$ cat src/nbf_init.mem
// Boot list, one message per line as 14 hex digits: op/size nibble,
// 20-bit address (device, register index, offset), 32-bit data
61020000000005
61010000000001
61012000000001
21020000000000
61030000000042
61012000000000
6102000000000A
61013000000001

$ cat src/rtl/bedrock_pkg.sv
/*
  Reduced single-beat memory message format shared by all blocks.
  Every message is one beat, so there is no "last" signal on any link.
  Packed layout of mem_msg_s, msb first, is op[55:54] size[53:52]
  addr[51:32] data[31:0]. Boot image lines use this layout as 14 hex digits.
  Address bits split into device id, register index and byte offset.
*/
package bedrock_pkg;

  localparam int unsigned DEV_ID_WIDTH  = 4;
  localparam int unsigned REG_IDX_WIDTH = 12;
  localparam int unsigned OFFSET_WIDTH  = 4;
  localparam int unsigned ADDR_WIDTH    = DEV_ID_WIDTH + REG_IDX_WIDTH + OFFSET_WIDTH;
  localparam int unsigned DATA_WIDTH    = 32;

  typedef enum logic [1:0] {
    e_mem_rd = 2'b00,
    e_mem_wr = 2'b01
  } mem_op_e;

  typedef enum logic [1:0] {
    e_size_byte = 2'b00,
    e_size_half = 2'b01,
    e_size_word = 2'b10
  } mem_size_e;

  typedef struct packed {
    logic [DEV_ID_WIDTH-1:0]  dev_id;
    logic [REG_IDX_WIDTH-1:0] reg_idx;
    logic [OFFSET_WIDTH-1:0]  offset;
  } mem_addr_fields_s;

  // Same 20 bits, flat for routing or split for device decode
  typedef union packed {
    logic [ADDR_WIDTH-1:0] raw;
    mem_addr_fields_s      fields;
  } mem_addr_u;

  typedef struct packed {
    mem_op_e   op;
    mem_size_e size;
    mem_addr_u addr;
  } mem_header_s;

  typedef struct packed {
    mem_header_s           header;
    logic [DATA_WIDTH-1:0] data;
  } mem_msg_s;

endpackage

$ cat src/rtl/host_map_pkg.sv
/*
  Host device address map and subsystem sizing.
  Finish registers sit at consecutive indices starting at REG_FINISH_BASE.
  NBF_DEPTH and SRC_FIFO_DEPTH must be powers of two, since the loader
  and arbiter pointers wrap by overflow.
*/
package host_map_pkg;

  localparam logic [bedrock_pkg::DEV_ID_WIDTH-1:0] HOST_DEV_ID = 4'h1;

  localparam int unsigned NUM_CORE       = 4;
  localparam int unsigned CORE_IDX_WIDTH = $clog2(NUM_CORE);

  // Register indices within the host device
  localparam logic [bedrock_pkg::REG_IDX_WIDTH-1:0] REG_FINISH_BASE = 12'h010;
  localparam logic [bedrock_pkg::REG_IDX_WIDTH-1:0] REG_ENABLE      = 12'h020;
  localparam logic [bedrock_pkg::REG_IDX_WIDTH-1:0] REG_PUTCHAR     = 12'h030;

  // Enable register bits
  localparam int unsigned EN_ICACHE    = 0;
  localparam int unsigned EN_DCACHE    = 1;
  localparam int unsigned EN_CMT       = 2;
  localparam int unsigned EN_COSIM     = 3;
  localparam int unsigned ENABLE_WIDTH = 4;

  // Boot loader
  localparam int unsigned NBF_DEPTH      = 8;
  localparam int unsigned NBF_IDX_WIDTH  = $clog2(NBF_DEPTH);
  localparam int unsigned NBF_PTR_WIDTH  = $clog2(NBF_DEPTH + 1);
  localparam int unsigned LOADER_CREDITS = 2;
  localparam int unsigned CREDIT_WIDTH   = $clog2(LOADER_CREDITS + 1);

  // Arbiter response steering FIFO
  localparam int unsigned SRC_FIFO_DEPTH = 4;
  localparam int unsigned SRC_PTR_WIDTH  = $clog2(SRC_FIFO_DEPTH);
  localparam int unsigned SRC_CNT_WIDTH  = $clog2(SRC_FIFO_DEPTH + 1);

endpackage

$ cat src/rtl/nbf_loader.sv
/*
  Boot loader that replays NBF_DEPTH commands once after reset.
  The image is read from nbf_init.mem in the simulation run directory.
  At most LOADER_CREDITS commands are outstanding at any time.
  Response contents are ignored; the response port is always ready.
  done_o stays high until the next reset.
*/
`timescale 1ns/1ps

module nbf_loader (
  input  logic                  clk_i,
  input  logic                  arst_n_i,
  output bedrock_pkg::mem_msg_s ldr_cmd_o,
  output logic                  ldr_cmd_v_o,
  input  logic                  ldr_cmd_ready_and_i,
  input  bedrock_pkg::mem_msg_s ldr_resp_i,
  input  logic                  ldr_resp_v_i,
  output logic                  ldr_resp_ready_and_o,
  output logic                  done_o
);
  import bedrock_pkg::*;
  import host_map_pkg::*;

  mem_msg_s                 rom [NBF_DEPTH];
  logic [NBF_PTR_WIDTH-1:0] issue_ptr_r;
  logic [CREDIT_WIDTH-1:0]  pending_r;
  logic                     all_sent;
  logic                     cmd_hs;
  logic                     resp_hs;
  logic                     done_r;

  initial begin
    $readmemh("/design/src/nbf_init.mem", rom);
  end

  assign all_sent    = issue_ptr_r == NBF_PTR_WIDTH'(NBF_DEPTH);
  // Hold off when every credit is in use
  assign ldr_cmd_v_o = ~all_sent & (pending_r != CREDIT_WIDTH'(LOADER_CREDITS));
  assign ldr_cmd_o   = rom[issue_ptr_r[NBF_IDX_WIDTH-1:0]];

  assign ldr_resp_ready_and_o = 1'b1;

  assign cmd_hs  = ldr_cmd_v_o & ldr_cmd_ready_and_i;
  assign resp_hs = ldr_resp_v_i & ldr_resp_ready_and_o;
  assign done_o  = done_r;

  always_ff @(posedge clk_i or negedge arst_n_i) begin
    if (!arst_n_i) begin
      issue_ptr_r <= '0;
      pending_r   <= '0;
      done_r      <= 1'b0;
    end else begin
      if (cmd_hs) begin
        issue_ptr_r <= issue_ptr_r + 1'b1;
      end
      case ({cmd_hs, resp_hs})
        2'b10:   pending_r <= pending_r + 1'b1;
        2'b01:   pending_r <= pending_r - 1'b1;
        default: pending_r <= pending_r;
      endcase
      // Last response of the list just came back
      if (all_sent & resp_hs & (pending_r == CREDIT_WIDTH'(1))) begin
        done_r <= 1'b1;
      end
    end
  end

endmodule

$ cat src/rtl/io_cmd_arbiter.sv
/*
  Merges processor and loader commands onto one host link.
  Round-robin when both sources are valid, zero cycles on the command path.
  A small FIFO records the source of each accepted command so responses
  return to their issuer in command order. Grant stops while it is full.
  The FIFO holds SRC_FIFO_DEPTH commands in flight.
*/
`timescale 1ns/1ps

module io_cmd_arbiter (
  input  logic                  clk_i,
  input  logic                  arst_n_i,
  input  bedrock_pkg::mem_msg_s proc_cmd_i,
  input  logic                  proc_cmd_v_i,
  output logic                  proc_cmd_ready_and_o,
  input  bedrock_pkg::mem_msg_s ldr_cmd_i,
  input  logic                  ldr_cmd_v_i,
  output logic                  ldr_cmd_ready_and_o,
  output bedrock_pkg::mem_msg_s host_cmd_o,
  output logic                  host_cmd_v_o,
  input  logic                  host_cmd_ready_and_i,
  input  bedrock_pkg::mem_msg_s host_resp_i,
  input  logic                  host_resp_v_i,
  output logic                  host_resp_ready_and_o,
  output bedrock_pkg::mem_msg_s proc_resp_o,
  output logic                  proc_resp_v_o,
  input  logic                  proc_resp_ready_and_i,
  output bedrock_pkg::mem_msg_s ldr_resp_o,
  output logic                  ldr_resp_v_o,
  input  logic                  ldr_resp_ready_and_i
);
  import host_map_pkg::*;

  logic                     prio_ldr_r;
  logic                     grant_ldr;
  logic                     grant_proc;
  logic                     cmd_hs;
  logic                     resp_hs;
  logic                     src_q [SRC_FIFO_DEPTH];
  logic [SRC_PTR_WIDTH-1:0] wr_ptr_r;
  logic [SRC_PTR_WIDTH-1:0] rd_ptr_r;
  logic [SRC_CNT_WIDTH-1:0] count_r;
  logic                     fifo_full;
  logic                     fifo_empty;
  logic                     head_ldr;

  assign fifo_full  = count_r == SRC_CNT_WIDTH'(SRC_FIFO_DEPTH);
  assign fifo_empty = count_r == '0;

  // Loader wins when it holds priority or the processor is idle
  assign grant_ldr  = ldr_cmd_v_i & (prio_ldr_r | ~proc_cmd_v_i);
  assign grant_proc = proc_cmd_v_i & ~grant_ldr;

  assign host_cmd_o   = grant_ldr ? ldr_cmd_i : proc_cmd_i;
  assign host_cmd_v_o = (proc_cmd_v_i | ldr_cmd_v_i) & ~fifo_full;
  assign cmd_hs       = host_cmd_v_o & host_cmd_ready_and_i;

  assign proc_cmd_ready_and_o = grant_proc & ~fifo_full & host_cmd_ready_and_i;
  assign ldr_cmd_ready_and_o  = grant_ldr & ~fifo_full & host_cmd_ready_and_i;

  // Response goes to whoever issued the oldest outstanding command
  assign head_ldr      = src_q[rd_ptr_r];
  assign proc_resp_o   = host_resp_i;
  assign ldr_resp_o    = host_resp_i;
  assign proc_resp_v_o = host_resp_v_i & ~fifo_empty & ~head_ldr;
  assign ldr_resp_v_o  = host_resp_v_i & ~fifo_empty & head_ldr;
  assign host_resp_ready_and_o = ~fifo_empty
                               & (head_ldr ? ldr_resp_ready_and_i : proc_resp_ready_and_i);
  assign resp_hs = host_resp_v_i & host_resp_ready_and_o;

  always_ff @(posedge clk_i or negedge arst_n_i) begin
    if (!arst_n_i) begin
      prio_ldr_r <= 1'b1;
      wr_ptr_r   <= '0;
      rd_ptr_r   <= '0;
      count_r    <= '0;
    end else begin
      if (cmd_hs) begin
        prio_ldr_r <= ~grant_ldr;
        wr_ptr_r   <= wr_ptr_r + 1'b1;
      end
      if (resp_hs) begin
        rd_ptr_r <= rd_ptr_r + 1'b1;
      end
      case ({cmd_hs, resp_hs})
        2'b10:   count_r <= count_r + 1'b1;
        2'b01:   count_r <= count_r - 1'b1;
        default: count_r <= count_r;
      endcase
    end
  end

  always_ff @(posedge clk_i) begin
    if (cmd_hs) begin
      src_q[wr_ptr_r] <= grant_ldr;
    end
  end

endmodule

$ cat src/rtl/host_regs.sv
/*
  Host register device on a single-beat memory link.
  Accepts a command only when its one-entry response buffer is empty,
  so the response is valid the cycle after the command transfer.
  Answers only to HOST_DEV_ID; other ids and unmapped indices read zero
  and leave state alone. Writes always return zero data.
  putchar_o is meaningful only while putchar_v_o is high.
*/
`timescale 1ns/1ps

module host_regs (
  input  logic                                  clk_i,
  input  logic                                  arst_n_i,
  input  bedrock_pkg::mem_msg_s                 cmd_i,
  input  logic                                  cmd_v_i,
  output logic                                  cmd_ready_and_o,
  output bedrock_pkg::mem_msg_s                 resp_o,
  output logic                                  resp_v_o,
  input  logic                                  resp_ready_and_i,
  output logic [host_map_pkg::NUM_CORE-1:0]     finish_o,
  output logic [host_map_pkg::ENABLE_WIDTH-1:0] enable_o,
  output logic [7:0]                            putchar_o,
  output logic                                  putchar_v_o
);
  import bedrock_pkg::*;
  import host_map_pkg::*;

  logic                      cmd_hs;
  logic                      resp_hs;
  logic                      is_wr;
  logic                      dev_hit;
  logic [REG_IDX_WIDTH-1:0]  reg_idx;
  logic [REG_IDX_WIDTH-1:0]  finish_off;
  logic [CORE_IDX_WIDTH-1:0] core_idx;
  logic                      finish_hit;
  logic                      enable_hit;
  logic                      putchar_hit;
  logic [DATA_WIDTH-1:0]     rd_data;
  logic                      resp_v_r;
  mem_msg_s                  resp_r;
  logic [NUM_CORE-1:0]       finish_r;
  logic [ENABLE_WIDTH-1:0]   enable_r;
  logic [7:0]                putchar_r;
  logic                      putchar_v_r;

  assign cmd_ready_and_o = ~resp_v_r;
  assign cmd_hs          = cmd_v_i & cmd_ready_and_o;
  assign resp_hs         = resp_v_r & resp_ready_and_i;
  assign is_wr           = cmd_i.header.op == e_mem_wr;

  // Decode through the field view of the address
  assign dev_hit     = cmd_i.header.addr.fields.dev_id == HOST_DEV_ID;
  assign reg_idx     = cmd_i.header.addr.fields.reg_idx;
  assign finish_off  = reg_idx - REG_FINISH_BASE;
  assign core_idx    = finish_off[CORE_IDX_WIDTH-1:0];
  assign finish_hit  = dev_hit & (finish_off < REG_IDX_WIDTH'(NUM_CORE));
  assign enable_hit  = dev_hit & (reg_idx == REG_ENABLE);
  assign putchar_hit = dev_hit & (reg_idx == REG_PUTCHAR);

  // Putchar and unmapped reads fall through as zero
  always_comb begin
    rd_data = '0;
    if (finish_hit) begin
      rd_data[0] = finish_r[core_idx];
    end else if (enable_hit) begin
      rd_data[ENABLE_WIDTH-1:0] = enable_r;
    end
  end

  always_ff @(posedge clk_i or negedge arst_n_i) begin
    if (!arst_n_i) begin
      finish_r    <= '0;
      enable_r    <= '0;
      putchar_v_r <= 1'b0;
      resp_v_r    <= 1'b0;
    end else begin
      putchar_v_r <= cmd_hs & is_wr & putchar_hit;
      if (cmd_hs & is_wr & finish_hit) begin
        finish_r[core_idx] <= cmd_i.data[0];
      end
      if (cmd_hs & is_wr & enable_hit) begin
        enable_r <= cmd_i.data[ENABLE_WIDTH-1:0];
      end
      if (cmd_hs) begin
        resp_v_r <= 1'b1;
      end else if (resp_hs) begin
        resp_v_r <= 1'b0;
      end
    end
  end

  always_ff @(posedge clk_i) begin
    if (cmd_hs) begin
      resp_r.header <= cmd_i.header;
      resp_r.data   <= is_wr ? '0 : rd_data;
    end
    if (cmd_hs & is_wr & putchar_hit) begin
      putchar_r <= cmd_i.data[7:0];
    end
  end

  assign resp_o      = resp_r;
  assign resp_v_o    = resp_v_r;
  assign finish_o    = finish_r;
  assign enable_o    = enable_r;
  assign putchar_o   = putchar_r;
  assign putchar_v_o = putchar_v_r;

endmodule

$ cat src/rtl/io_host_top.sv
/*
  Host side I/O subsystem with boot loader, command arbiter and host device.
  The loader starts replaying its boot list right after reset and shares
  the host device with the processor port. done_o marks the end of boot.
  A lone processor command sees its response one cycle after transfer.
*/
`timescale 1ns/1ps

module io_host_top (
  input  logic                                  clk_i,
  input  logic                                  arst_n_i,
  input  bedrock_pkg::mem_msg_s                 proc_cmd_i,
  input  logic                                  proc_cmd_v_i,
  output logic                                  proc_cmd_ready_and_o,
  output bedrock_pkg::mem_msg_s                 proc_resp_o,
  output logic                                  proc_resp_v_o,
  input  logic                                  proc_resp_ready_and_i,
  output logic [host_map_pkg::NUM_CORE-1:0]     finish_o,
  output logic [host_map_pkg::ENABLE_WIDTH-1:0] enable_o,
  output logic [7:0]                            putchar_o,
  output logic                                  putchar_v_o,
  output logic                                  done_o
);
  import bedrock_pkg::*;

  mem_msg_s ldr_cmd;
  logic     ldr_cmd_v;
  logic     ldr_cmd_ready_and;
  mem_msg_s ldr_resp;
  logic     ldr_resp_v;
  logic     ldr_resp_ready_and;
  mem_msg_s host_cmd;
  logic     host_cmd_v;
  logic     host_cmd_ready_and;
  mem_msg_s host_resp;
  logic     host_resp_v;
  logic     host_resp_ready_and;

  nbf_loader loader (
    .clk_i                (clk_i),
    .arst_n_i             (arst_n_i),
    .ldr_cmd_o            (ldr_cmd),
    .ldr_cmd_v_o          (ldr_cmd_v),
    .ldr_cmd_ready_and_i  (ldr_cmd_ready_and),
    .ldr_resp_i           (ldr_resp),
    .ldr_resp_v_i         (ldr_resp_v),
    .ldr_resp_ready_and_o (ldr_resp_ready_and),
    .done_o               (done_o)
  );

  io_cmd_arbiter arbiter (
    .clk_i                 (clk_i),
    .arst_n_i              (arst_n_i),
    .proc_cmd_i            (proc_cmd_i),
    .proc_cmd_v_i          (proc_cmd_v_i),
    .proc_cmd_ready_and_o  (proc_cmd_ready_and_o),
    .ldr_cmd_i             (ldr_cmd),
    .ldr_cmd_v_i           (ldr_cmd_v),
    .ldr_cmd_ready_and_o   (ldr_cmd_ready_and),
    .host_cmd_o            (host_cmd),
    .host_cmd_v_o          (host_cmd_v),
    .host_cmd_ready_and_i  (host_cmd_ready_and),
    .host_resp_i           (host_resp),
    .host_resp_v_i         (host_resp_v),
    .host_resp_ready_and_o (host_resp_ready_and),
    .proc_resp_o           (proc_resp_o),
    .proc_resp_v_o         (proc_resp_v_o),
    .proc_resp_ready_and_i (proc_resp_ready_and_i),
    .ldr_resp_o            (ldr_resp),
    .ldr_resp_v_o          (ldr_resp_v),
    .ldr_resp_ready_and_i  (ldr_resp_ready_and)
  );

  host_regs host (
    .clk_i            (clk_i),
    .arst_n_i         (arst_n_i),
    .cmd_i            (host_cmd),
    .cmd_v_i          (host_cmd_v),
    .cmd_ready_and_o  (host_cmd_ready_and),
    .resp_o           (host_resp),
    .resp_v_o         (host_resp_v),
    .resp_ready_and_i (host_resp_ready_and),
    .finish_o         (finish_o),
    .enable_o         (enable_o),
    .putchar_o        (putchar_o),
    .putchar_v_o      (putchar_v_o)
  );

endmodule

$ cat config.mk
export PLATFORM = sky130hd
export DESIGN_NAME = io_host_top
export DESIGN_NICKNAME = d
export VERILOG_FILES = /design/src/rtl/bedrock_pkg.sv /design/src/rtl/host_map_pkg.sv /design/src/rtl/nbf_loader.sv /design/src/rtl/io_cmd_arbiter.sv /design/src/rtl/host_regs.sv /design/src/rtl/io_host_top.sv
export SDC_FILE = /design/constraint.sdc
export NUM_CORES = 1
export LEC_CHECK = 0
export ABC_CLOCK_PERIOD_IN_PS = 3950
export BUFFER_PORTS_ARGS = -buffer_cell sky130_fd_sc_hd__buf_2
export CAP_MARGIN = 20
export CORE_ASPECT_RATIO = 0.5
export CORE_MARGIN = 2
export CORE_UTILIZATION = 50
export DETAILED_ROUTE_END_ITERATION = 7
export PLACE_DENSITY = 0.85
export SLEW_MARGIN = 20
export SYNTH_ARGS = -nofsm -noshare
export SYNTH_HDL_FRONTEND = slang
export SYNTH_SLANG_ARGS = --single-unit
$ cat constraint.sdc
create_clock -name clk_i -period 3.95 [get_ports clk_i]
set_clock_uncertainty 0.1 [all_clocks]
set_input_delay 0.1975 -clock clk_i [delete_from_list [all_inputs] [get_ports clk_i]]
set_output_delay 0.1975 -clock clk_i [all_outputs]
set_load 0.01 [all_outputs]
Word-level counts from Yosys, hierarchy flattened
Memory sizes are Yosys's and may differ from the RTL's. Index checks and enable logic that the tools add are counted. W data, S select, Z words.

Bits in registers: 89. Memory bits (writable): 4. Bits of input ports: 60. Output and inout bits: 76. Logic and storage cells: 97. Memories kept: 1.

Memory list: arbiter.src_q (depth 4, width 1, rd ports 1, clocked after Yosys merged registers in 0, write ports 1, RTL line io_cmd_arbiter.sv:39) `logic src_q [SRC_FIFO_DEPTH];`.

Add/subtract/negate cells: 8. Order comparisons: 3. Eq/ne operators: 12. Multiplexer cells: 15. Bitwise logic cells: 34. Reductions and logical operators: 6.

Operators with widths (count): $mux W56 (1); $and A1 B1 Y1 (24); $eq A12 B6 Y1 const B (2); $lt A12 B3 Y1 const B (1); $sub A12 B5 Y12 const B (1); $eq A2 B1 Y1 const B (4); $mux W1 (8); $not A1 Y1 (8); $add A2 B1 Y2 const B (3); $pmux W3 S2 (1); $reduce_bool A2 Y1 (3); $add A4 B1 Y4 const B (1); $bwmux W4 (1); $eq A2 B2 Y1 const B (2); $eq A4 B1 Y1 const B (1); $eq A4 B4 Y1 const B (1); $mux W4 (1); $pmux W2 S2 (1); $add A3 B1 Y3 const B (1); $eq A3 B3 Y1 const B (1); $logic_not A3 Y1 (1); $lt A2 B3 Y1 const B (1); $reduce_or A3 Y1 (1); $sub A3 B1 Y3 const B (1); other kinds (7) (8).

Depth between registers and ports, before layout
Word-level depth: 11. Mapped depth: 11. Depth with buffers taken out: 11.

Cells and area by module
A second synthesis with hierarchy kept.

Cells, all modules: 446. Area total of the unflattened synthesis: 4953.5 sq um.

By module, submodules not included: io_cmd_arbiter (times used 1, cells each 238, area each 2233.4 sq um, seq. area each 321.6 sq um); host_regs (times used 1, cells each 116, area each 1890.6 sq um, seq. area each 1331.3 sq um); nbf_loader (times used 1, cells each 92, area each 829.5 sq um, seq. area each 175.2 sq um).

Worst setup path after synthesis
Ideal clock, no wire load.

Path kind: register to register. From: register loader.issue_ptr_r[0]. To: memory arbiter.src_q[0] (enable). Library setup time: 0.248 ns. Arrival: 2.244 ns. Data required time: 3.602 ns. Slack: 1.358 ns. Stages on the path, launching flop included: 8. Buffers on the path: 0. Period minus slack after synthesis: 2.592 ns. Cells stage by stage: dfrtp_1 > inv_1 > ha_1 > and3b_1 > o21ba_2 > nand2b_1 > clkinv_1 > and2_1.

Word-level cells in the longest chain between the ends: 8.

RTL lines: start: declaration (RTL line nbf_loader.sv:25) `logic [NBF_PTR_WIDTH-1:0] issue_ptr_r;`; start signal: assignment (RTL line nbf_loader.sv:54) `issue_ptr_r <= issue_ptr_r + 1'b1;`; $eq A4 B4 Y1 (RTL line nbf_loader.sv:36) `assign all_sent = issue_ptr_r == NBF_PTR_WIDTH'(NBF_DEPTH);`; $not A1 Y1 (RTL line nbf_loader.sv:38) `assign ldr_cmd_v_o = ~all_sent & (pending_r != CREDIT_WIDTH'(LOADER_CREDITS));`; $and A1 B1 Y1 (RTL line nbf_loader.sv:38); $or A1 B1 Y1 (RTL line io_cmd_arbiter.sv:55) `assign host_cmd_v_o = (proc_cmd_v_i | ldr_cmd_v_i) & ~fifo_full;`; $and A1 B1 Y1 (RTL line io_cmd_arbiter.sv:55); $and A1 B1 Y1 (RTL line io_cmd_arbiter.sv:56) `assign cmd_hs = host_cmd_v_o & host_cmd_ready_and_i;`; named net arbiter.cmd_hs (RTL line io_cmd_arbiter.sv:37) `logic cmd_hs;`; $mux W1 (RTL line io_cmd_arbiter.sv:94) `if (cmd_hs) begin`; $mux W1 (not written as such) (RTL line io_cmd_arbiter.sv:95) `src_q[wr_ptr_r] <= grant_ldr;`; end: declaration (RTL line io_cmd_arbiter.sv:39).

The timed path passes the listed nets, and every way through them passes these cells.

Worst setup path in the final report
From: input proc_cmd_i[42] (netlist bit). To: register host.putchar_r[0] (netlist: host.putchar_o[0]) (enable).

Word-level cells in the longest chain between the ends: 4.

RTL lines: start: declaration (RTL line io_host_top.sv:12) `input bedrock_pkg::mem_msg_s proc_cmd_i,`; $mux W56 (RTL line io_cmd_arbiter.sv:54) `assign host_cmd_o = grant_ldr ? ldr_cmd_i : proc_cmd_i;`; $eq A12 B6 Y1 (RTL line host_regs.sv:58) `assign putchar_hit = dev_hit & (reg_idx == REG_PUTCHAR);`; $and A1 B1 Y1 (RTL line host_regs.sv:58); $and A1 B1 Y1 (RTL line host_regs.sv:97) `if (cmd_hs & is_wr & putchar_hit) begin`; end signal: assignment (RTL line host_regs.sv:98) `putchar_r <= cmd_i.data[7:0];`; end: declaration (RTL line host_regs.sv:43) `logic [7:0] putchar_r;`.

No other way between the ends. The select of a mux whose other input is x is not followed. A chain may end at the register's enable or synchronous reset.

==> flow_summary.json <==
{
  "status": "complete, no violations",
  "drtPass1Iterations": 4,
  "htree_levels": 3,
  "hpwl_um": 4066,
  "drc": 0,
  "r2r_cells": 11,
  "grt_max_degree": 28,
  "arrival_ns": 2.54,
  "drt_iter0_drc": 97,
  "start_kind": "input pin",
  "antenna_cells": 0,
  "clock-sinks": 65,
  "clockPowerShare_pct": 27.4,
  "cts_tree": "built",
  "syn_area_per_cell_um2": 14.23,
  "cts.reportedPaths.clkPinSlew_ns": 0.05,
  "start_util_pct": 52.13,
  "cts_buffers": 9,
  "switching_power_w": 0.0008880,
  "p_per_area_nw_per_um2": 712.5,
  "holdCritPathClass": "in -> reg",
  "worstSetupEndpointType": "register",
  "die_area_um2": 6410,
  "critPathLaunch": "proc_cmd_i[42]",
  "routedWlPerCell_um": 15.11,
  "overflow": 0,
  "final-seq-area_um2": 1828,
  "comb_power_share_pct": 31.6,
  "rsz0062_at_grt": "false",
  "grt_use_total_pct": 20.30,
  "worstPathRequired_ns": 3.88,
  "grt_pass1_wl_um": 9742,
  "ys.warnings.count": 0,
  "clock_latency_ns": 0.33,
  "placed_cell_area_um2": 3288,
  "fmax_mhz": 383.7,
  "worstSetupPathType": "in -> reg",
  "gp_congestion": 0.7268,
  "synth_top_area_cell": "edfxtp_1",
  "maxSlewHeadroom_pct": 52.41,
  "whs_ns": 0.02713,
  "slowest_stage": "nor4_1",
  "p_leak_nw": 1.770,
  "num-nets-final": 399,
  "peakVddDrop_mv": 0.3290,
  "stdcell_area_um2": 3877,
  "portBuffers": 83,
  "syn2layout_area_growth_pct": 34.86,
  "min_period_ns": 2.606,
  "fin_crit_sh_pct": 65.97,
  "ys_ff_latch": 65,
  "num_rows": 19,
  "swShare_pct": 32.14,
  "power_frac_seq_pct": 41.0,
  "path_common_cell": "nor4_1",
  "first_global_vias": 2033,
  "grt_antenna_before_repair": 0,
  "die_h_um": 57.62,
  "worstMarginPinSlew_ns": 0.7074,
  "cts_setup_buffers": 0,
  "totalWireLength_um": 6120,
  "ant_nets": 0,
  "syn_area_um2": 2875,
  "hp-start": "proc_cmd_i[0]",
  "hold_viol_final": 0,
  "fin_setup_tns_ns": 0,
  "synthCells": 202,
  "p_int_w": 0.001875,
  "yosysSeqAreaShare_pct": 63.58,
  "drv_cap": 0,
  "core_area_um2": 5515,
  "synth_cell_type_count": 35,
  "cp_cell_sequence": "dlygate4sd3_1 -> buf_2 -> nor4_1 -> nand4_1 -> nor4_1 -> buf_4",
  "worstPathMaxFanout": 9,
  "netlist.area_leader.share_pct": 41.78,
  "timing.rr.start": "loader.issue_ptr_r[0]$_DFFE_PN0P_",
  "report.final.slew_viol_count": 0,
  "root_buffer": "clkbuf_16",
  "vias": 1976,
  "power_w": 0.002763,
  "multi_input_area_um2": 882.1,
  "die_w_um": 111.2,
  "drive_gt1_share_pct": 35.24,
  "critPathMaxStageDelay_ns": 0.63,
  "synthTopCellsByArea": "edfxtp_1 (42%), dfrtp_1 (21%), buf_4 (7.3%)",
  "cts_buffer_depth": 2,
  "hold_path_depth": 1,
  "vias_per_cell": 4.879,
  "finalSetupViolCount": 0,
  "ios": 136,
  "n_fill_cell": 364
}
critical path: cells and delay by family:
family / cells / cell delay, ns
buffers and inverters: 3 / 0.94
and+or+nand+nor: 3 / 1.39
logic make-up (layout without fill, tap and decap cells):
kind of cell | after synthesis | count (layout) | share of synthesized area (%)
xor gates and xnor gates | 11 | 11 | 3.351
DFF | 65 | 65 | 63.58
other | 1 | 28 | 0.1304
adders and majority gates | 12 | 12 | 5.483
buffers and inverters | 43 | 146 | 9.269
muxes | 12 | 12 | 5.483
and+or+nand+nor | 47 | 47 | 9.748
AOI/OAI and AO/OA | 11 | 11 | 2.959
repair_timing:
item	in CTS	in global routing
hold endpoints to repair	53	0
hold buffers	30	0
resized for setup	0	0
setup endpoints to repair	0	0
flip-flops by register name, summed over array words and instances (netlist names):
register	count
host.finish_o	4
host.resp_o	28
loader.done_o	1
arbiter.rd_ptr_r	2
arbiter.wr_ptr_r	2
loader.pending_r	2
host.resp_v_o	1
loader.issue_ptr_r	4
host.putchar_o	8
arbiter.src_q	4
host.putchar_v_o	1
host.enable_o	4
arbiter.prio_ldr_r	1
arbiter.count_r	3
routing by layer:
layer  global-route usage, %  up-vias  wire, µm
met2                   37.11       99      3254
met5                       0        -         0
met3                   7.845       15       473
li1                        -      903         -
met4                   8.113        0       115
met1                   21.91      959      2277
path summary, 6_finish.rpt:
| kind | to | slack, ns |
|---|---|---|
| worst max-delay path | host.putchar_o[0]$_DFFE_PP_ | 1.34 |
| worst min-delay path | host.putchar_o[0]$_DFFE_PP_ | 0.03 |
| worst max register to register | arbiter.count_r[2]$_DFFE_PN0P_ | 1.42 |
| worst min register to register | loader.issue_ptr_r[3]$_DFFE_PN0P_ | 0.37 |
| max in group asynchronous | arbiter.prio_ldr_r$_DFFE_PN1P_ | 3.07 |
| min in group asynchronous | arbiter.wr_ptr_r[0]$_DFFE_PN0P_ | 0.30 |
through the flow:
step | std cells | worst slack, ns | utilization [%]
after CTS | 405 | 1.405 | 70.30
after global routing | 405 | 1.165 | 70.30
after floorplan | 229 | 1.358 | -
after global placement | 359 | 1.526 | 59.62
after detailed placement | 359 | 1.421 | 59.62
final | 405 | 1.344 | 70.30
layout by cell type, fill, tap and decap left out, types with 2 or more instances in the layout:
master and count:
buf_2 83, edfxtp_1 40, dlygate4sd3_1 30, conb_1 28, dfrtp_1 24, inv_1 14
ha_1 11, mux2_2 10, nand2_1 9, clkbuf_16 9, and2_1 8, nor4_1 8
xnor2_1 7, nor2_1 5, xor2_1 4, nand2b_1 3, nor2b_1 3, o21ai_0 3
and3b_1 2, mux4_2 2, o21a_1 2, nand4_1 2, nand3_1 2, clkinv_2 2
clkbuf_1 2, buf_4 2
layout make-up:
type	instances	area share, %
clock buffers	11	6.002
clock inverters	5	1.452
inverters	15	1.452
multi-input cells	121	22.75
flip-flops and latches	65	47.14
well taps	73	2.356
repair buffers	115	18.84
cell usage after synthesis:
library cell and instances:
a2111o_1 1, a21oi_1 1, a31o_2 1, and2_1 8, and3_1 1, and3b_1 2
buf_4 28, clkinv_1 1, conb_1 1, dfrtp_1 24, dfstp_2 1, edfxtp_1 40
fa_1 1, ha_1 11, inv_1 14, mux2_2 10, mux4_2 2, nand2_1 9
nand2b_1 3, nand3_1 2, nand4_1 2, nor2_1 5, nor2b_1 3, nor3_1 1
nor4_1 8, nor4_4 1, nor4b_1 1, o21a_1 2, o21ai_0 3, o21ba_2 1
o31a_2 1, o32a_1 1, or2b_2 1, xnor2_1 7, xor2_1 4
power by group through the flow:
stage	Combinational [W]	Clock (W)	Sequential, W
after floorplan	0.000514	0	0.00120
after global placement	0.000787	0	0.00112
after global routing	0.000972	0.000798	0.00116
final	0.000874	0.000757	0.00113
after CTS	0.000883	0.000771	0.00113
after detailed placement	0.000848	0	0.00114
Note: power is estimated with default switching activity, not from simulation.
